## src/source/lagPkg.sv

```systemverilog
package lagPkg;

	//////////////////////////////////////////////////
	// Pitch lag limits for 8 kHz speech
	//////////////////////////////////////////////////

	// Smallest lag searched
	localparam logic [15:0] pitMin = 16'd20;
	// Largest lag searched
	localparam logic [15:0] pitMax = 16'd143;

	// Arithmetic unit opcode
	typedef enum logic
	{
		opAdd = 1'b0,
		opSub = 1'b1
	} lagOp_t;

	// Encoder sequence, one arithmetic step per state
	typedef enum logic [4:0]
	{
		idle        = 5'd0,
		latchInputs = 5'd1,
		testLow     = 5'd2,
		tripleLag   = 5'd3,
		offsetLow   = 5'd4,
		indexLow    = 5'd5,
		indexHigh   = 5'd6,
		windowLow   = 5'd7,
		clampMin    = 5'd8,
		windowHigh  = 5'd9,
		clampMax    = 5'd10,
		shiftMin    = 5'd11,
		finish      = 5'd12,
		relLag      = 5'd13,
		relDouble   = 5'd14,
		relTriple   = 5'd15,
		relOffset   = 5'd16,
		relIndex    = 5'd17
	} lagState_t;

endpackage

```

## src/source/saturatingAddSub.sv

```systemverilog
`timescale 1ns/100ps

module saturatingAddSub import lagPkg::*;
(
	input  logic [15:0] a,
	input  logic [15:0] b,
	input  lagOp_t      op,
	output logic [15:0] result
);

	//////////////////////////////////////////////////
	// Signed add or subtract with clamping
	//////////////////////////////////////////////////

	// One guard bit above the 16-bit result
	logic [16:0] wideSum;
	// Guard and sign disagree on overflow
	logic        overflow;

	always_comb
	begin
		if (op == opSub)
			wideSum = {a[15], a} - {b[15], b};
		else
			wideSum = {a[15], a} + {b[15], b};
	end

	assign overflow = wideSum[16] ^ wideSum[15];

	always_comb
	begin
		if (!overflow)
			result = wideSum[15:0];
		else if (wideSum[16])
			// Below -32768
			result = 16'h8000;
		else
			// Above 32767
			result = 16'h7fff;
	end

endmodule

```

## src/source/lagFrameControl.sv

```systemverilog
`timescale 1ns/100ps

module lagFrameControl
(
	input  logic        clk,
	input  logic        reset,
	input  logic        start,
	input  logic        done,
	input  logic [15:0] t0Min,
	output logic        encStart,
	output logic        pitFlag,
	output logic [15:0] prevT0Min
);

	//////////////////////////////////////////////////
	// Run tracking
	//////////////////////////////////////////////////

	// High from accepted start until done
	logic busy;

	// Start passes through only when no run is open
	assign encStart = start && !busy;

	always_ff @(posedge clk)
	begin
		if (reset)
			busy <= 1'b0;
		else if (done)
			busy <= 1'b0;
		else if (encStart)
			busy <= 1'b1;
	end

	//////////////////////////////////////////////////
	// Subframe tracking
	//////////////////////////////////////////////////

	// 0 for first subframe, 1 for second
	always_ff @(posedge clk)
	begin
		if (reset)
			pitFlag <= 1'b0;
		else if (done)
			pitFlag <= !pitFlag;
	end

	// Window base from first subframe
	// Second subframe index is relative to it
	always_ff @(posedge clk)
	begin
		if (reset)
			prevT0Min <= 16'd0;
		else if (done && !pitFlag)
			prevT0Min <= t0Min;
	end

endmodule

```

## src/source/lagEncoder.sv

```systemverilog
`timescale 1ns/100ps

module lagEncoder import lagPkg::*;
(
	input  logic        clk,
	input  logic        reset,
	input  logic        start,
	input  logic        pitFlag,
	input  logic [15:0] t0,
	input  logic [15:0] t0Frac,
	input  logic [15:0] prevT0Min,
	input  logic [15:0] opResult,
	output logic [15:0] opA,
	output logic [15:0] opB,
	output lagOp_t      op,
	output logic [15:0] index,
	output logic [15:0] t0Min,
	output logic [15:0] t0Max,
	output logic        done
);

	// Split between fractional and integer lag coding
	localparam logic [15:0] lagSplit = 16'd85;
	// Offset of low-range index
	localparam logic [15:0] lowOffset = 16'd58;
	// Offset of high-range index
	localparam logic [15:0] highOffset = 16'd112;
	// Window start below lag
	localparam logic [15:0] windowBack = 16'd5;
	// Window width
	localparam logic [15:0] windowSpan = 16'd9;
	// Bias of relative index
	localparam logic [15:0] relBias = 16'd2;

	lagState_t state;
	lagState_t nextState;

	// Latched inputs
	logic [15:0] t0Reg;
	logic [15:0] t0FracReg;
	logic        pitFlagReg;

	// Partial results
	logic [15:0] lagAcc;
	logic [15:0] temp;
	// Second half of lag tripling
	logic        tripleStep;

	// Sign tests on the arithmetic result
	logic resultNonPositive;
	logic resultNegative;

	assign resultNegative = opResult[15];
	assign resultNonPositive = opResult[15] || (opResult == 16'd0);

	assign done = (state == finish);

	//////////////////////////////////////////////////
	// Operand selection and sequencing
	//////////////////////////////////////////////////
	always_comb
	begin
		opA = 16'd0;
		opB = 16'd0;
		op = opAdd;
		nextState = state;
		case (state)
			idle:
			begin
				if (start)
					nextState = latchInputs;
			end
			// Pick subframe path
			latchInputs:
				nextState = pitFlagReg ? relLag : testLow;
			testLow:
			begin
				opA = t0Reg;
				opB = lagSplit;
				op = opSub;
				nextState = resultNonPositive ? tripleLag : indexHigh;
			end
			// Double first, then add lag again
			tripleLag:
			begin
				opA = tripleStep ? temp : t0Reg;
				opB = t0Reg;
				nextState = tripleStep ? offsetLow : tripleLag;
			end
			offsetLow:
			begin
				opA = lagAcc;
				opB = lowOffset;
				op = opSub;
				nextState = indexLow;
			end
			indexLow:
			begin
				opA = temp;
				opB = t0FracReg;
				nextState = windowLow;
			end
			indexHigh:
			begin
				opA = t0Reg;
				opB = highOffset;
				nextState = windowLow;
			end
			windowLow:
			begin
				opA = t0Reg;
				opB = windowBack;
				op = opSub;
				nextState = clampMin;
			end
			clampMin:
			begin
				opA = t0Min;
				opB = pitMin;
				op = opSub;
				nextState = windowHigh;
			end
			windowHigh:
			begin
				opA = t0Min;
				opB = windowSpan;
				nextState = clampMax;
			end
			// Upper bound past pitMax pulls the window down
			clampMax:
			begin
				opA = t0Max;
				opB = pitMax;
				op = opSub;
				nextState = resultNonPositive ? finish : shiftMin;
			end
			shiftMin:
			begin
				opA = t0Max;
				opB = windowSpan;
				op = opSub;
				nextState = finish;
			end
			finish:
				nextState = idle;
			relLag:
			begin
				opA = t0Reg;
				opB = prevT0Min;
				op = opSub;
				nextState = relDouble;
			end
			relDouble:
			begin
				opA = lagAcc;
				opB = lagAcc;
				nextState = relTriple;
			end
			relTriple:
			begin
				opA = temp;
				opB = lagAcc;
				nextState = relOffset;
			end
			relOffset:
			begin
				opA = lagAcc;
				opB = relBias;
				nextState = relIndex;
			end
			relIndex:
			begin
				opA = temp;
				opB = t0FracReg;
				nextState = finish;
			end
			default:
				nextState = idle;
		endcase
	end

	//////////////////////////////////////////////////
	// State and result registers
	//////////////////////////////////////////////////
	always_ff @(posedge clk)
	begin
		if (reset)
		begin
			state <= idle;
			t0Reg <= 16'd0;
			t0FracReg <= 16'd0;
			pitFlagReg <= 1'b0;
			lagAcc <= 16'd0;
			temp <= 16'd0;
			tripleStep <= 1'b0;
			index <= 16'd0;
			t0Min <= 16'd0;
			t0Max <= 16'd0;
		end
		else
		begin
			state <= nextState;
			case (state)
				idle:
				begin
					if (start)
					begin
						t0Reg <= t0;
						t0FracReg <= t0Frac;
						pitFlagReg <= pitFlag;
						tripleStep <= 1'b0;
					end
				end
				tripleLag:
				begin
					if (tripleStep)
						lagAcc <= opResult;
					else
						temp <= opResult;
					tripleStep <= !tripleStep;
				end
				offsetLow:
					temp <= opResult;
				indexLow, indexHigh, relIndex:
					index <= opResult;
				windowLow, shiftMin:
					t0Min <= opResult;
				clampMin:
				begin
					if (resultNegative)
						t0Min <= pitMin;
				end
				windowHigh:
					t0Max <= opResult;
				clampMax:
				begin
					if (!resultNonPositive)
						t0Max <= pitMax;
				end
				relLag, relTriple:
					lagAcc <= opResult;
				relDouble, relOffset:
					temp <= opResult;
				default:
				begin
				end
			endcase
		end
	end

endmodule

```

## src/source/pitchParity.sv

```systemverilog
`timescale 1ns/100ps

module pitchParity
(
	input  logic        clk,
	input  logic        reset,
	input  logic        done,
	input  logic        pitFlag,
	input  logic [15:0] index,
	input  logic [15:0] t0MinIn,
	input  logic [15:0] t0MaxIn,
	output logic [15:0] lagIndex,
	output logic [15:0] t0Min,
	output logic [15:0] t0Max,
	output logic        parity,
	output logic        subframeTwo,
	output logic        resultValid
);

	//////////////////////////////////////////////////
	// Result capture
	//////////////////////////////////////////////////

	// Odd parity over index bits 1 to 6
	logic parityNext;

	assign parityNext = 1'b1 ^ (^index[6:1]);

	always_ff @(posedge clk)
	begin
		if (reset)
		begin
			lagIndex <= 16'd0;
			t0Min <= 16'd0;
			t0Max <= 16'd0;
			parity <= 1'b0;
			subframeTwo <= 1'b0;
		end
		else if (done)
		begin
			lagIndex <= index;
			t0Min <= t0MinIn;
			t0Max <= t0MaxIn;
			parity <= parityNext;
			subframeTwo <= pitFlag;
		end
	end

	// Strobe one cycle after done
	always_ff @(posedge clk)
	begin
		if (reset)
			resultValid <= 1'b0;
		else
			resultValid <= done;
	end

endmodule

```

## src/source/pitchLagCoder.sv

```systemverilog
`timescale 1ns/100ps

module pitchLagCoder import lagPkg::*;
(
	input  logic        clk,
	input  logic        reset,
	input  logic        start,
	input  logic [15:0] t0,
	input  logic [15:0] t0Frac,
	output logic [15:0] lagIndex,
	output logic        parity,
	output logic [15:0] t0Min,
	output logic [15:0] t0Max,
	output logic        subframeTwo,
	output logic        resultValid
);

	// Control to encoder
	logic        encStart;
	logic        pitFlag;
	logic [15:0] prevT0Min;

	// Encoder to arithmetic unit
	logic [15:0] opA;
	logic [15:0] opB;
	lagOp_t      op;
	logic [15:0] opResult;

	// Encoder results
	logic [15:0] encIndex;
	logic [15:0] encT0Min;
	logic [15:0] encT0Max;
	logic        done;

	//////////////////////////////////////////////////
	// Decode, execute and result stages
	//////////////////////////////////////////////////

	lagFrameControl frameControl0
	(
		.clk       (clk),
		.reset     (reset),
		.start     (start),
		.done      (done),
		.t0Min     (encT0Min),
		.encStart  (encStart),
		.pitFlag   (pitFlag),
		.prevT0Min (prevT0Min)
	);

	lagEncoder encoder0
	(
		.clk       (clk),
		.reset     (reset),
		.start     (encStart),
		.pitFlag   (pitFlag),
		.t0        (t0),
		.t0Frac    (t0Frac),
		.prevT0Min (prevT0Min),
		.opResult  (opResult),
		.opA       (opA),
		.opB       (opB),
		.op        (op),
		.index     (encIndex),
		.t0Min     (encT0Min),
		.t0Max     (encT0Max),
		.done      (done)
	);

	// Single shared adder for every encoder step
	saturatingAddSub addSub0
	(
		.a      (opA),
		.b      (opB),
		.op     (op),
		.result (opResult)
	);

	pitchParity parity0
	(
		.clk         (clk),
		.reset       (reset),
		.done        (done),
		.pitFlag     (pitFlag),
		.index       (encIndex),
		.t0MinIn     (encT0Min),
		.t0MaxIn     (encT0Max),
		.lagIndex    (lagIndex),
		.t0Min       (t0Min),
		.t0Max       (t0Max),
		.parity      (parity),
		.subframeTwo (subframeTwo),
		.resultValid (resultValid)
	);

endmodule

```

## config.mk

```make
export PLATFORM = sky130hd
export DESIGN_NAME = pitchLagCoder
export DESIGN_NICKNAME = d
export VERILOG_FILES = /design/src/source/lagPkg.sv /design/src/source/saturatingAddSub.sv /design/src/source/lagFrameControl.sv /design/src/source/lagEncoder.sv /design/src/source/pitchParity.sv /design/src/source/pitchLagCoder.sv
export SDC_FILE = /design/constraint.sdc
export NUM_CORES = 1
export LEC_CHECK = 0
export ABC_CLOCK_PERIOD_IN_PS = 9500
export CORE_MARGIN = 5
export CORE_UTILIZATION = 50
export DETAILED_ROUTE_END_ITERATION = 12
export DONT_BUFFER_PORTS = 1
export GPL_TIMING_DRIVEN = 0
export PLACE_DENSITY = 0.62
export SYNTH_ARGS = -nofsm -noshare
export SYNTH_HDL_FRONTEND = slang
export SYNTH_SLANG_ARGS = --single-unit
```

## constraint.sdc

```tcl
create_clock -name clk -period 9.5 [get_ports clk]
set_clock_uncertainty 0.15 [all_clocks]
set_input_delay 1.425 -clock clk [delete_from_list [all_inputs] [get_ports clk]]
set_output_delay 1.425 -clock clk [all_outputs]
set_load 0.05 [all_outputs]
```

== Yosys cells after proc, flatten, opt, wreduce, memory -nomap -nowiden ==
Cells that the tools add are included.

* Bits in registers: 188
* Bits in latches: 0
* Bits in writable memories: 0
* Memory bits (read-only): 0
* Bits of input ports: 35
* Output and inout port bits: 51
* Logic and storage cells: 103
* Memories kept: 0

* $add $sub $neg: 2
* Multiply operators: 0
* Div/mod/pow operators: 0
* Order comparisons: 0
* Equal/unequal tests: 22
* Shifts and indexed selects: 0
* Muxes and demuxes: 23
* Bitwise gates (word level): 2
* Reduce and logical (&&, ||, !) cells: 35

{| class="wikitable"
|+ Operators by type and width
! operator !! count
|-
| case mux 16 bit (12 select lines) || 1
|-
| case mux 16 bit (2 select lines) || 4
|-
| 2-to-1 mux 16 bit || 7
|-
| case mux 16 bit (6 select lines) || 1
|-
| case mux 5 bit (15 select lines) || 1
|-
| equality test 5 x 4 -> 1 bit (second input constant) || 8
|-
| equality test 5 x 3 -> 1 bit (second input constant) || 4
|-
| OR reduction 2 bit || 10
|-
| adder 16 x 16 -> 17 bit || 1
|-
| 2-to-1 mux 17 bit || 1
|-
| subtractor 16 x 16 -> 17 bit || 1
|-
| logical NOT 16 bit || 1
|-
| AND reduction 2 bit || 6
|-
| equality test 5 x 2 -> 1 bit (second input constant) || 2
|-
| equality test 5 bit (second input constant) || 2
|-
| nonzero test 2 bit || 5
|-
| 2-to-1 mux 3 bit || 3
|-
| OR reduction 3 bit || 3
|-
| OR reduction 7 bit || 1
|-
| inequality test 2 bit (second input constant) || 3
|-
| XOR reduction 6 bit || 1
|-
| equality test 5 x 1 -> 1 bit (second input constant) || 1
|-
| logical NOT 5 bit || 1
|-
| 2-to-1 mux 5 bit || 1
|-
| 10 further kinds || 15
|}

== Depth between registers and ports, before layout ==
Gate-level depths: netlist (run 1).

* Word-level depth: 11
* Depth in mapped cells: 29

== Cells and area by module ==
Synthesis (run 1) repeated with hierarchy kept, for this count alone.

* Cell total of the unflattened synthesis: 1,172
* Area, all modules: 9,944.5 sq um

{| class="wikitable"
|+ Modules (own cells, without submodules)
! module !! instances !! cells an instance !! area each (sq um)
|-
| lagEncoder || 1 || 748 || 6,079.6
|-
| pitchParity || 1 || 168 || 1,826.8
|-
| saturatingAddSub || 1 || 178 || 1,244.9
|-
| lagFrameControl || 1 || 78 || 793.3
|}

== Worst setup path after synthesis (run 1) ==
OpenSTA, ideal clock, no wires.

* Kind: register to register
* Start: register encoder0.state[1]
* End: register encoder0.state[2]
* Setup time: 0.106 ns
* Arrival time: 6.505 ns
* Required time: 9.244 ns
* Setup slack: 2.739 ns
* Stages on the path, launching flop included: 26
* Period minus slack after synthesis: 6.761 ns
* Path through: dfxtp_1 buf_2 and2_0 buf_2 and2_1 a221o_1 or4_4 or3_4 o21ai_0 xor2_1 ha_1 clkbuf_1 a21oi_1 nor2b_1 o21ai_0 or4b_2 o221a_2 xnor2_1 xnor2_2 ha_1 clkbuf_1 a21oi_1 a2111oi_0 o21ai_2 and2_1 o311ai_0

* Longest elaborated chain between the ends: 11
* Elaborated cells between the ends (all ways): 43
* Those cells by class: add/sub: 2; eq/ne: 17; mux: 9; bitwise: 1; reduce/logical: 14

{| class="wikitable"
|+ RTL lines
! item !! RTL line !! text
|-
| start, declared || lagEncoder.sv:35 || <nowiki>lagState_t state;</nowiki>
|-
| start signal, assigned || lagEncoder.sv:189 || <nowiki>state <= idle;</nowiki>
|-
| start signal, assigned || lagEncoder.sv:202 || <nowiki>state <= nextState;</nowiki>
|-
| equality test 5 x 2 -> 1 bit, or another cell as far along || lagEncoder.sv:67 || <nowiki>case (state)</nowiki>
|-
| OR reduction 4 bit (no source line), or another cell as far along || n/a ||
|-
| case mux 16 bit (6 select lines) / case mux 16 bit (12 select lines) (equally long branches) || lagEncoder.sv:67 ||
|-
| adder 16 x 16 -> 17 bit / subtractor 16 x 16 -> 17 bit (equally long branches) || saturatingAddSub.sv:25, saturatingAddSub.sv:23 ||
|-
| 2-to-1 mux 17 bit || saturatingAddSub.sv:22 || <nowiki>if (op == opSub)</nowiki>
|-
| 2-to-1 mux 16 bit / XOR 1 bit (equally long branches) || saturatingAddSub.sv:34, saturatingAddSub.sv:28 ||
|-
| 2-to-1 mux 16 bit || saturatingAddSub.sv:32 || <nowiki>if (!overflow)</nowiki>
|-
| logical NOT 16 bit || lagEncoder.sv:54 || <nowiki>assign resultNonPositive = opResult[15] || (opResult == 16'd0);</nowiki>
|-
| logical OR 1 bit || lagEncoder.sv:54 ||
|-
| 2-to-1 mux 3 bit (on tied branches) || lagEncoder.sv:135, lagEncoder.sv:81 ||
|-
| case mux 5 bit (15 select lines) || lagEncoder.sv:67 ||
|}

Several ways; a longest one is shown, not always the timed one.
A chain may end at the register's enable or synchronous reset.

== Worst setup path in the final report (run 1) ==
* Start: register encoder0.state[1]
* End: register encoder0.t0Max[1]

* Longest elaborated chain between the ends: 11
* Elaborated cells between the ends (all ways): 39
* Those cells by class: add/sub: 2; eq/ne: 16; mux: 7; bitwise: 1; reduce/logical: 13

{| class="wikitable"
|+ RTL lines
! item !! RTL line !! text
|-
| equality test 5 x 2 -> 1 bit, or another cell as far along || lagEncoder.sv:67 ||
|-
| OR reduction 4 bit (no source line), or another cell as far along || n/a ||
|-
| case mux 16 bit (6 select lines) / case mux 16 bit (12 select lines) (equally long branches) || lagEncoder.sv:67 ||
|-
| adder 16 x 16 -> 17 bit / subtractor 16 x 16 -> 17 bit (equally long branches) || saturatingAddSub.sv:25, saturatingAddSub.sv:23 ||
|-
| 2-to-1 mux 17 bit || saturatingAddSub.sv:22 ||
|-
| 2-to-1 mux 16 bit / XOR 1 bit (equally long branches) || saturatingAddSub.sv:34, saturatingAddSub.sv:28 ||
|-
| 2-to-1 mux 16 bit || saturatingAddSub.sv:32 ||
|-
| logical NOT 16 bit || lagEncoder.sv:54 ||
|-
| logical OR 1 bit || lagEncoder.sv:54 ||
|-
| inequality test 2 bit (no source line) || n/a ||
|-
| AND reduction 2 bit (no source line) || n/a ||
|-
| end signal, assigned || lagEncoder.sv:234 || <nowiki>t0Max <= opResult;</nowiki>
|-
| end signal, assigned || lagEncoder.sv:238 || <nowiki>t0Max <= pitMax;</nowiki>
|-
| end, declared || lagEncoder.sv:18 || <nowiki>output logic [15:0] t0Max,</nowiki>
|}

Several ways; a longest one is shown, not always the timed one.

==> impl_results.md, run 1 <==
* Status: complete, no violations
* Die ar. at 0.0214 mm²
* Area growth from synthesis to layout at 9.66%
* Hold-fix buffers, CTS at 0
* Max incr delay on CP at 610 ps
* Maximum clock rate at 120 MHz
* CTS H-tree lvls at 4
* Maxcap violations at 0
* Multi-input logic area at 0.00510 mm²
* Initial DRC Count at 1095
* Die Ht at 146 µm
* Tmin final at 8310 ps
* Final hold violations at 0
* Pre-antenna DRT Iters at 7
* Postcts setup bufs at 0
* Critical R2R Launch: encoder0.state[1]$_SDFFE_PP0P_
* Num CTS Buffers at 17
* Clk_lat worst skew at 450 ps
* Fin cells at 1439
* GRT overflow at 0
* Diodes inserted at 0
* GR Util All Layers at 30.0%
* Post-cts sizing count at 0
* CTS tree: yes
* Register area at 0.00376 mm²
* VDD IR max at 0.000531 V
* Asr flop ratio synth at 0%
* Mapped Cells at 1178
* CP arrival at 8470 ps
* Number of global-route vias before repair at 8132
* Core area at 0.0181 mm²
* Initial antenna violation count at 1
* Crit path max-delay cell type: or4b_2
* DP Cell Count at 1407
* Crit path from: encoder0.state[1]$_SDFFE_PP0P_
* Top FF cell, synth: dfxtp_1
* Startpoint types: flop
* Post-synth cell types at 80
* Synth Cell Area at 0.00929 mm²
* Post-Route Setup TNS at 0 ps
* Kind of critical path: reg2reg
* Rows at 49
* Leak at 3.53 nW
* Worst Path Required at 9650 ps
* Most Frequent Cell on Critical Path: clkbuf_1
* Half-perimeter wire length after placement at 24700 µm
* Layout cells sized above 1 at 5.21%
* EDFF count, synth at 0
* Post-DRT Antenna Nets at 0
* Total vias in the final route at 8941
* Min-Delay Path Class: reg2reg
* Pwr per Cell Area at 419 mW/mm²
* Layout Nets at 1251
* Pin count of the biggest net entering global routing at 20
* Root buffer cell: clkbuf_16
* Slew at the pin closest to its max-slew limit at 1260 ps
* # setup viols final at 0
* Synth Register Bits at 188
* Gpl congestion at 1.04
* Die width at 146 µm
* Worst setup EP type: flop
* Clk pin slew, worst setup/hold paths at 80 ps
* Starting Density at 51.2%
* I/O Buffers at 0
* Register area share after synthesis at 40.5%
* Drt wl/cell at 22.7 µm
* # DRC at 0
* Io pins at 86
* YS warnings at 0
* Synth Area per Inst at 7.89 µm²
* Worst hold start: encoder0.index[13]$_SDFFE_PP0P_
* RSZ-0062 raised after global routing: no
* WL final at 32600 µm
* Crit path max fanout at 10
* First-pass GRT wire length at 49500 µm
* Post-Syn Nets at 1232
* Via/cell ratio at 6.21
* Max clock buf depth at 2
* Clock Sinks at 188
* Slew margin rel. at 15.6%
* Fillcell total at 1797
* Count of final max-slew check failures at 0
* Period utilization at 87.5%
logic make-up (layout without fill, tap and decap cells):
logic type	after synthesis	count (layout)	share of synthesized area, %
flip-flops	188	188	40.5
buffers and inverters	106	138	4.59
XOR/XNOR	33	33	3.19
adder cells (fa/ha/maj)	20	20	2.75
AO/OA/AOI/OAI	345	345	25.4
multiplexers	10	10	1.09
AND/OR/NAND/NOR	476	476	22.5
power by group:
part           switching (mW)  internal, mW  total, mW
Combinational            1.99         0.683       2.67
Sequential             0.0286         0.822      0.850
Clock                   0.358         0.386      0.744
flip-flops by register name (all words and copies together) (netlist names), 5 cells and up:
name,cells
encoder0.t0Reg,16
parity0.t0Max,16
encoder0.t0Min,16
encoder0.t0Max,16
frameControl0.prevT0Min,16
encoder0.temp,16
parity0.t0Min,16
parity0.lagIndex,16
encoder0.index,16
encoder0.lagAcc,16
encoder0.state,5
encoder0.t0FracReg,16
worst max-delay path, delay by kind of cell (launching register included):
kind | cells | cell delay, ps
AOI/OAI and AO/OA | 10 | 2930
xor gates and xnor gates | 3 | 820
adders and majority gates | 2 | 670
buffers and inverters | 6 | 1460
DFF | 1 | 350
and+or+nand+nor | 7 | 1750
layout by cell type (no fill, tap or decap), types with 14 or more instances in the layout:
cell         n
nand2_1    258
dfxtp_1    188
a21oi_1    137
nor2_1      95
clkbuf_1    75
a211oi_1    50
nand3_1     34
o21ai_0     27
o2bb2ai_1   23
ha_1        18
inv_1       17
xnor2_1     17
clkbuf_16   17
and3_1      16
xor2_1      15
a222oi_1    15
nor3_1      14
cell usage after synthesis (16+ instances only):
cell type  instances  area share, %
xnor2_1           17            1.6
inv_1             17           0.69
a211oi_1          50            4.0
dfxtp_1          188             41
and3_1            16            1.1
nand2_1          258             10
ha_1              18            2.4
nand3_1           34            1.8
nor2_1            95            3.8
o2bb2ai_1         23            2.2
clkbuf_1          75            3.0
a21oi_1          137            7.4
o21ai_0           27            1.5
stage by stage:
stage / hold slack [ps] / area, µm² / power [mW] / setup WS (ps) / utilization [%]
after global routing: 323 / 10200 / 4.44 / 683 / 56.1
after detailed placement: 297 / 9580 / 3.44 / 1440 / 52.8
after floorplan: 281 / 9290 / 2.51 / 2740 / -
after CTS: 305 / 10200 / 4.18 / 1400 / 56.1
after global placement: 292 / 9580 / 3.43 / 1420 / 52.8
final: 298 / 10200 / 4.27 / 1190 / 56.1
area by class of cell:
type                            instances  area share, %
Sequential cell                       188           36.9
Clock inverter                         14           1.68
Clock buffer                           18           4.31
Buffer                                 88           3.53
Tap cell                              229           2.81
Multi-Input combinational cell        884           50.1
Inverter                               18          0.663
final timing paths:
| path | slack, ps | cells past startpoint | to |
|---|---|---|---|
| worst min register to register | 300 | 2 | parity0.lagIndex[13]$_SDFFE_PP0P_ |
| worst min-delay path | 300 | 2 | parity0.lagIndex[13]$_SDFFE_PP0P_ |
| worst max register to register | 1190 | 28 | encoder0.t0Max[1]$_SDFFE_PP0P_ |
| worst max-delay path | 1190 | 28 | encoder0.t0Max[1]$_SDFFE_PP0P_ |
per-layer routing:
layer / share of wire, % / track usage [%]
met1: 43 / 41.3
met5: 0.040 / 0
met3: 8.7 / 7.07
met4: 3.6 / 10.1
met2: 45 / 46.3
No activity file was read; power rests on OpenSTA's default activity.
==> run 2, diff against run 1 <==
--- a/config.mk
+++ b/config.mk
@@ -14,4 +14,5 @@
 export PLACE_DENSITY = 0.62
 export SYNTH_ARGS = -nofsm -noshare
 export SYNTH_HDL_FRONTEND = slang
+export SYNTH_HIERARCHICAL = 1
 export SYNTH_SLANG_ARGS = --single-unit
==> impl_results.md, run 2 <==
* Status: complete, no violations
* Diodes inserted at 0
* Crit path max-delay family: compound AO/OA/AOI/OAI gates
* Multi-input logic area at 0.00566 mm²
* Initial antenna violation count at 0
* Starting Density at 50.9%
* Top FF cell, synth: dfxtp_1
* Mapped Cells at 1172
* Maxcap violations at 0
* Synth Register Bits at 188
* Io pins at 86
* Most frequent cells in the layout: dfxtp_1, nand2_1, a21oi_1
* Count of final max-slew check failures at 0
* Clk pin slew, worst setup/hold paths at 80 ps
* Area growth from synthesis to layout at 9.69%
* RSZ-0062 raised after global routing: no
* Commonest non-fill, non-tap cell in the layout: dfxtp_1
* First-pass GRT wire length at 51800 µm
* Fillcell total at 1897
* Layout Utilization at 55.9%
* Initial DRC Count at 938
* Postcts setup bufs at 0
* Slew at the pin closest to its max-slew limit at 1390 ps
* Asr flop ratio synth at 0%
* YS warnings at 6
* Gpl congestion at 0.988
* # setup viols final at 0
* Worst setup EP type: flop
* Layout cells sized above 1 at 7.55%
* Kind of critical path: reg2reg
* Synth Cell Area at 0.00994 mm²
* Register area share after synthesis at 37.8%
* Gr busiest metal: met2
* GR Util All Layers at 30.8%
* Clock Sinks at 188
* Pwr Total at 2.71 mW
* Met2 track demand over resource at 48.4%
* Post-Route Setup TNS at 0 ps
* Layout Nets at 1245
* Switching Share at 44.4%
* Reg power frac at 30.5%
* NetSw at 1.20 mW
* Post-cts sizing count at 0
* Die ar. at 0.0228 mm²
* Num CTS Buffers at 17
* Half-perimeter wire length after placement at 26700 µm
* Die width at 151 µm
* Synth Area per Inst at 8.49 µm²
* Worst Path Required at 9640 ps
* Hold-fix buffers, CTS at 0
* Max clock buf depth at 2
* Drt wl/cell at 23.8 µm
* Post-DRT Antenna Nets at 0
* Top post-synthesis cells by area: dfxtp_1, mux2i_1, a21oi_1
* Min-Delay Path Class: reg2reg
* Pre-antenna DRT Iters at 7
* Rows at 51
* Logic pwr share at 41.7%
* Met3 Resource Use GR at 5.54%
* WL final at 35000 µm
* Clk_lat worst skew at 450 ps
* # DRC at 0
* EDFF count, synth at 0
* I/O Buffers at 0
* CTS tree: yes
* GR Layer Usage met1 at 40.4%
* Leak at 3.92 nW
* Number of global-route vias before repair at 8520
* Max incr delay on CP at 1120 ps
* Top cells by count, synth: dfxtp_1, nand2_1, a21oi_1
* Core area at 0.0195 mm²
* Pwr per Cell Area at 248 mW/mm²
* Post-synth cell types at 79
* CP arrival at 7970 ps
* Internal power at 1.50 mW
* Period utilization at 82.5%
* Worst path buffer plus inverter count at 6
* Maximum clock rate at 128 MHz
* Post-Syn Nets at 1225
* Register area at 0.00376 mm²
* Root buffer cell: clkbuf_16
* Via/cell ratio at 6.12
* CTS H-tree lvls at 4
* Area share of the largest cell type after synthesis at 37.8%
* Count leader, synth: dfxtp_1
* Clk pwr share at 27.8%
* Slew margin rel. at 7.03%
* Crit-path cells: buf_2 -> buf_2 -> clkbuf_1 -> o21bai_1 -> a311oi_1 -> clkbuf_1 -> mux2i_1 -> fa_1 -> a211oi_1 -> o211ai_1 -> a221o_1 -> o211ai_1 -> nand4_1 -> buf_2 -> a21oi_1 -> nor4_1 -> and4_1 -> clkbuf_1 -> o211ai_1 -> a21oi_1
* Startpoint types: flop
* Total vias in the final route at 9000
* Crit path max-delay cell type: a311oi_1
* Tmin final at 7840 ps
* Final hold violations at 0
* Pin count of the biggest net entering global routing at 21
* VDD IR max at 0.000350 V
* Area leader, netlist: dfxtp_1
* Crit path max fanout at 10
* Die Ht at 151 µm
* GRT overflow at 0
-- run 2: through the flow --
stage	hold slack, ps	instance area, µm²	worst slack (ps)	instances
after CTS	311	10900	2040	1470
final	312	10900	1660	1470
after floorplan	286	9940	3600	1172
after detailed placement	301	10300	2120	1438
after global routing	332	10900	1480	1470
after global placement	296	10300	1750	1437
-- run 2: worst paths after layout --
| path | from | to | cells past startpoint | slack, ps |
|---|---|---|---|---|
| setup reg to reg | encoder0/state[3]$_SDFFE_PP0P_ | encoder0/t0Max[15]$_SDFFE_PP0P_ | 20 | 1660 |
| hold reg to reg | encoder0/t0FracReg[10]$_SDFFE_PP0P_ | encoder0/t0FracReg[10]$_SDFFE_PP0P_ | 2 | 310 |
| setup / recovery | encoder0/state[3]$_SDFFE_PP0P_ | encoder0/t0Max[15]$_SDFFE_PP0P_ | 20 | 1660 |
| hold / removal | encoder0/t0FracReg[10]$_SDFFE_PP0P_ | encoder0/t0FracReg[10]$_SDFFE_PP0P_ | 2 | 310 |
-- run 2: layout make-up --
cell class / count / share of cell area [%]
Multi-Input combinational cell: 867 / 51.9
Sequential cell: 188 / 34.5
Clock buffer: 18 / 3.93
Buffer: 88 / 3.81
Tap cell: 265 / 3.04
Clock inverter: 14 / 1.75
Inverter: 29 / 0.998
Timing Repair Buffer: 1 / 0.103
-- run 2: power groups by stage --
stage	registers [mW]	clock network, mW	logic, mW
floorplan	0.834	0	0.646
global placement	0.844	0	1.05
detailed placement	0.844	0	1.07
CTS	0.825	0.764	1.07
global route	0.827	0.794	1.16
finish	0.825	0.752	1.13
-- run 2: cell families after synthesis --
family / share of synthesized area [%]
muxes: 10.1
AOI/OAI and AO/OA: 20.9
xor gates and xnor gates: 3.22
adders and majority gates: 2.79
and+or+nand+nor: 19.9
DFF: 37.8
buffers and inverters: 5.27
-- run 2: worst reg2reg max path, stage by stage (launching register included) --
cell and delay [ps]:
dfxtp_1 450, buf_2 260, buf_2 270, clkbuf_1 550, o21bai_1 150, a311oi_1 1120
clkbuf_1 490, mux2i_1 200, fa_1 470, a211oi_1 290, o211ai_1 220, a221o_1 350
o211ai_1 320, nand4_1 240, buf_2 250, a21oi_1 900, nor4_1 170, and4_1 290
clkbuf_1 230, o211ai_1 230, a21oi_1 80
-- run 2: per-layer routing --
layer | vias up | wire, µm
met5 | - | 0
met4 | 0 | 1760
met3 | 78 | 2520
met2 | 373 | 16000
met1 | 4305 | 14700
li1 | 4244 | -
==> run 3, diff against run 2 <==
--- a/config.mk
+++ b/config.mk
@@ -5,7 +5,8 @@
 export SDC_FILE = /design/constraint.sdc
 export NUM_CORES = 1
 export LEC_CHECK = 0
-export ABC_CLOCK_PERIOD_IN_PS = 9500
+export ABC_AREA = 1
+export ABC_CLOCK_PERIOD_IN_PS = 7800
 export CORE_MARGIN = 5
 export CORE_UTILIZATION = 50
 export DETAILED_ROUTE_END_ITERATION = 12
==> constraint.sdc (replaced) <==
create_clock -name clk -period 7.8 [get_ports clk]
set_clock_uncertainty 0.15 [all_clocks]
set_input_delay 1.17 -clock clk [delete_from_list [all_inputs] [get_ports clk]]
set_output_delay 1.17 -clock clk [all_outputs]
set_load 0.05 [all_outputs]
==> impl_results.md, run 3 <==
* Mux cell area share after synthesis at 0%
* Post-Syn Nets at 1533
* Starting Density at 50.8%
* Asr flop ratio synth at 0%
* Max clock buf depth at 2
* Post-synthesis adder-cell area fraction at 2.35%
* Top post-synthesis cells by area: dfxtp_1, nand2_1, nor2_1
* Crit path max-delay family: simple AND/OR/NAND/NOR gates
* Slew margin rel. at 53.1%
* WL final at 33900 µm
* Count leader, synth: nand2_1
* Commonest non-fill, non-tap cell in the layout: nand2_1
* Synth Register Bits at 188
* Post-route setup slack at 1510 ps
* Post-synth cell types at 42
* Post-DRT Antenna Nets at 0
* GRT overflow at 0
* Total vias in the final route at 9579
* Crit path max fanout at 10
* Area growth from synthesis to layout at 9.78%
* First-pass GRT wire length at 51500 µm
* CTS tree: yes
* Die width at 151 µm
* Area leader, netlist: dfxtp_1
* Area share of the largest cell type after synthesis at 38.1%
* Most Frequent Cell on Critical Path: nand2_1
* Tmin final at 6290 ps
* Top FF cell, synth: dfxtp_1
* Min-Delay Path Class: reg2reg
* RSZ-0062 raised after global routing: no
* Synth Area in Compound Gates at 13.9%
* Synth Cell Area at 0.00989 mm²
* Mapped Cells at 1480
* Worst path buffer plus inverter count at 7
* Number of global-route vias before repair at 8719
* DP Cell Count at 1745
* Top cells by count, synth: nand2_1, nor2_1, dfxtp_1
* Most frequent cells in the layout: nand2_1, nor2_1, dfxtp_1
* Half-perimeter wire length after placement at 26000 µm
* Synth Area in Simple Gates at 34.1%
* Pin count of the biggest net entering global routing at 21
* Postcts setup bufs at 0
* Status: complete, no violations
* YS warnings at 6
* Core area at 0.0195 mm²
* Clock Sinks at 188
* Die Ht at 151 µm
* I/O Buffers at 0
* Place WS at 1660 ps
* Initial DRC Count at 1053
* Kind of critical path: reg2reg
* Root buffer cell: clkbuf_16
* Post-Route Setup TNS at 0 ps
* Count of final max-slew check failures at 0
* # setup viols final at 0
* Crit path max-delay cell type: dfxtp_1
* CTS H-tree lvls at 4
* Drt wl/cell at 19.1 µm
* Max incr delay on CP at 490 ps
* Setup slack, reg-to-reg at 1510 ps
* Hold-fix buffers, CTS at 0
* Worst Path Required at 7980 ps
* Largest family of logic cells by synthesized area: simple AND/OR/NAND/NOR gates
* CP arrival at 6470 ps
* EDFF count, synth at 0
* Register area share after synthesis at 38.1%
* Io pins at 86
* Via/cell ratio at 5.39
* Layout Nets at 1552
* Period utilization at 80.7%
* Maximum clock rate at 159 MHz
* Maxcap violations at 0
* Die ar. at 0.0227 mm²
* Post-cts sizing count at 0
* Clk_lat worst skew at 440 ps
* Dpl cell area at 0.0102 mm²
* Final instance area at 0.0109 mm²
* Diodes inserted at 0
* Clk pin slew, worst setup/hold paths at 70 ps
* Worst setup EP type: flop
* Final hold violations at 0
* GR Util All Layers at 30.4%
* Layout cells sized above 1 at 10.7%
* Synth Area in XOR/XNOR at 2.21%
* Slew at the pin closest to its max-slew limit at 703 ps
* Pre-antenna DRT Iters at 5
* Startpoint types: flop
* Gpl congestion at 1.03
* Fin cells at 1777
* Initial antenna violation count at 0
* Fillcell total at 2017
* Num CTS Buffers at 17
* # DRC at 0
* Synth Area per Inst at 6.68 µm²
* Rows at 51
run 3: cell types whose count changed after synthesis, sizes merged, moves of 19 or more:
cell / before / now
xnor2: 25 / 6
clkbuf: 49 / 26
inv: 28 / 132
o21ai: 61 / 113
nand2b: 56 / 0
mux2i: 100 / 0
nor2: 110 / 263
nand3: 20 / 111
a22oi: 27 / 2
o211ai: 26 / 0
nand2: 122 / 400
run 3: tightest hold or removal path: stages, from the launching register on:
cell     delay (ps)
dfxtp_1         310
nand2_1          60
a21oi_1          50
run 3: logic make-up (layout without fill, tap and decap cells):
group / Yosys count / in the layout
fa+ha+maj: 18 / 18
flops: 188 / 188
xor+xnor: 25 / 25
compound gates: 249 / 249
buf+inv: 199 / 231
simple gates: 801 / 801
run 3: path summary, 6_finish.rpt:
kind,end,from,cells after the start
max,encoder0/t0Max[3]$_SDFFE_PP0P_,encoder0/state[0]$_SDFFE_PP0P_,32
max reg2reg,encoder0/t0Max[3]$_SDFFE_PP0P_,encoder0/state[0]$_SDFFE_PP0P_,32
min reg2reg,parity0/lagIndex[0]$_SDFFE_PP0P_,encoder0/index[0]$_SDFFE_PP0P_,2
min,parity0/lagIndex[0]$_SDFFE_PP0P_,encoder0/index[0]$_SDFFE_PP0P_,2
run 3: routing by layer:
layer	global-route usage [%]	wire, µm
met5	0	0
met4	10.5	1160
met3	6.74	3110
met2	45.2	14300
met1	43.4	15300
run 3: layout make-up:
| class | count | area (µm²) | area share (%) |
|---|---|---|---|
| Buffer | 67 | 428 | 3.94 |
| Clock buffer | 18 | 439 | 4.05 |
| Clock inverter | 14 | 196 | 1.81 |
| Inverter | 132 | 495 | 4.56 |
| Multi-Input combinational cell | 1093 | 5200 | 47.9 |
| Sequential cell | 188 | 3760 | 34.7 |
| Tap cell | 265 | 332 | 3.05 |
run 3: stage by stage:
stage          util, %  hold WS [ps]
6_report          55.8           317
5_1_grt           55.8           346
4_1_cts           55.8           313
3_5_place_dp      52.5           305
3_3_place_gp      52.5           310
2_1_floorplan        -           288
Power of run 3 is left out: the tool's default activity adds up to more than one toggle a clock period on the data nets, which glitch-free logic cannot reach.
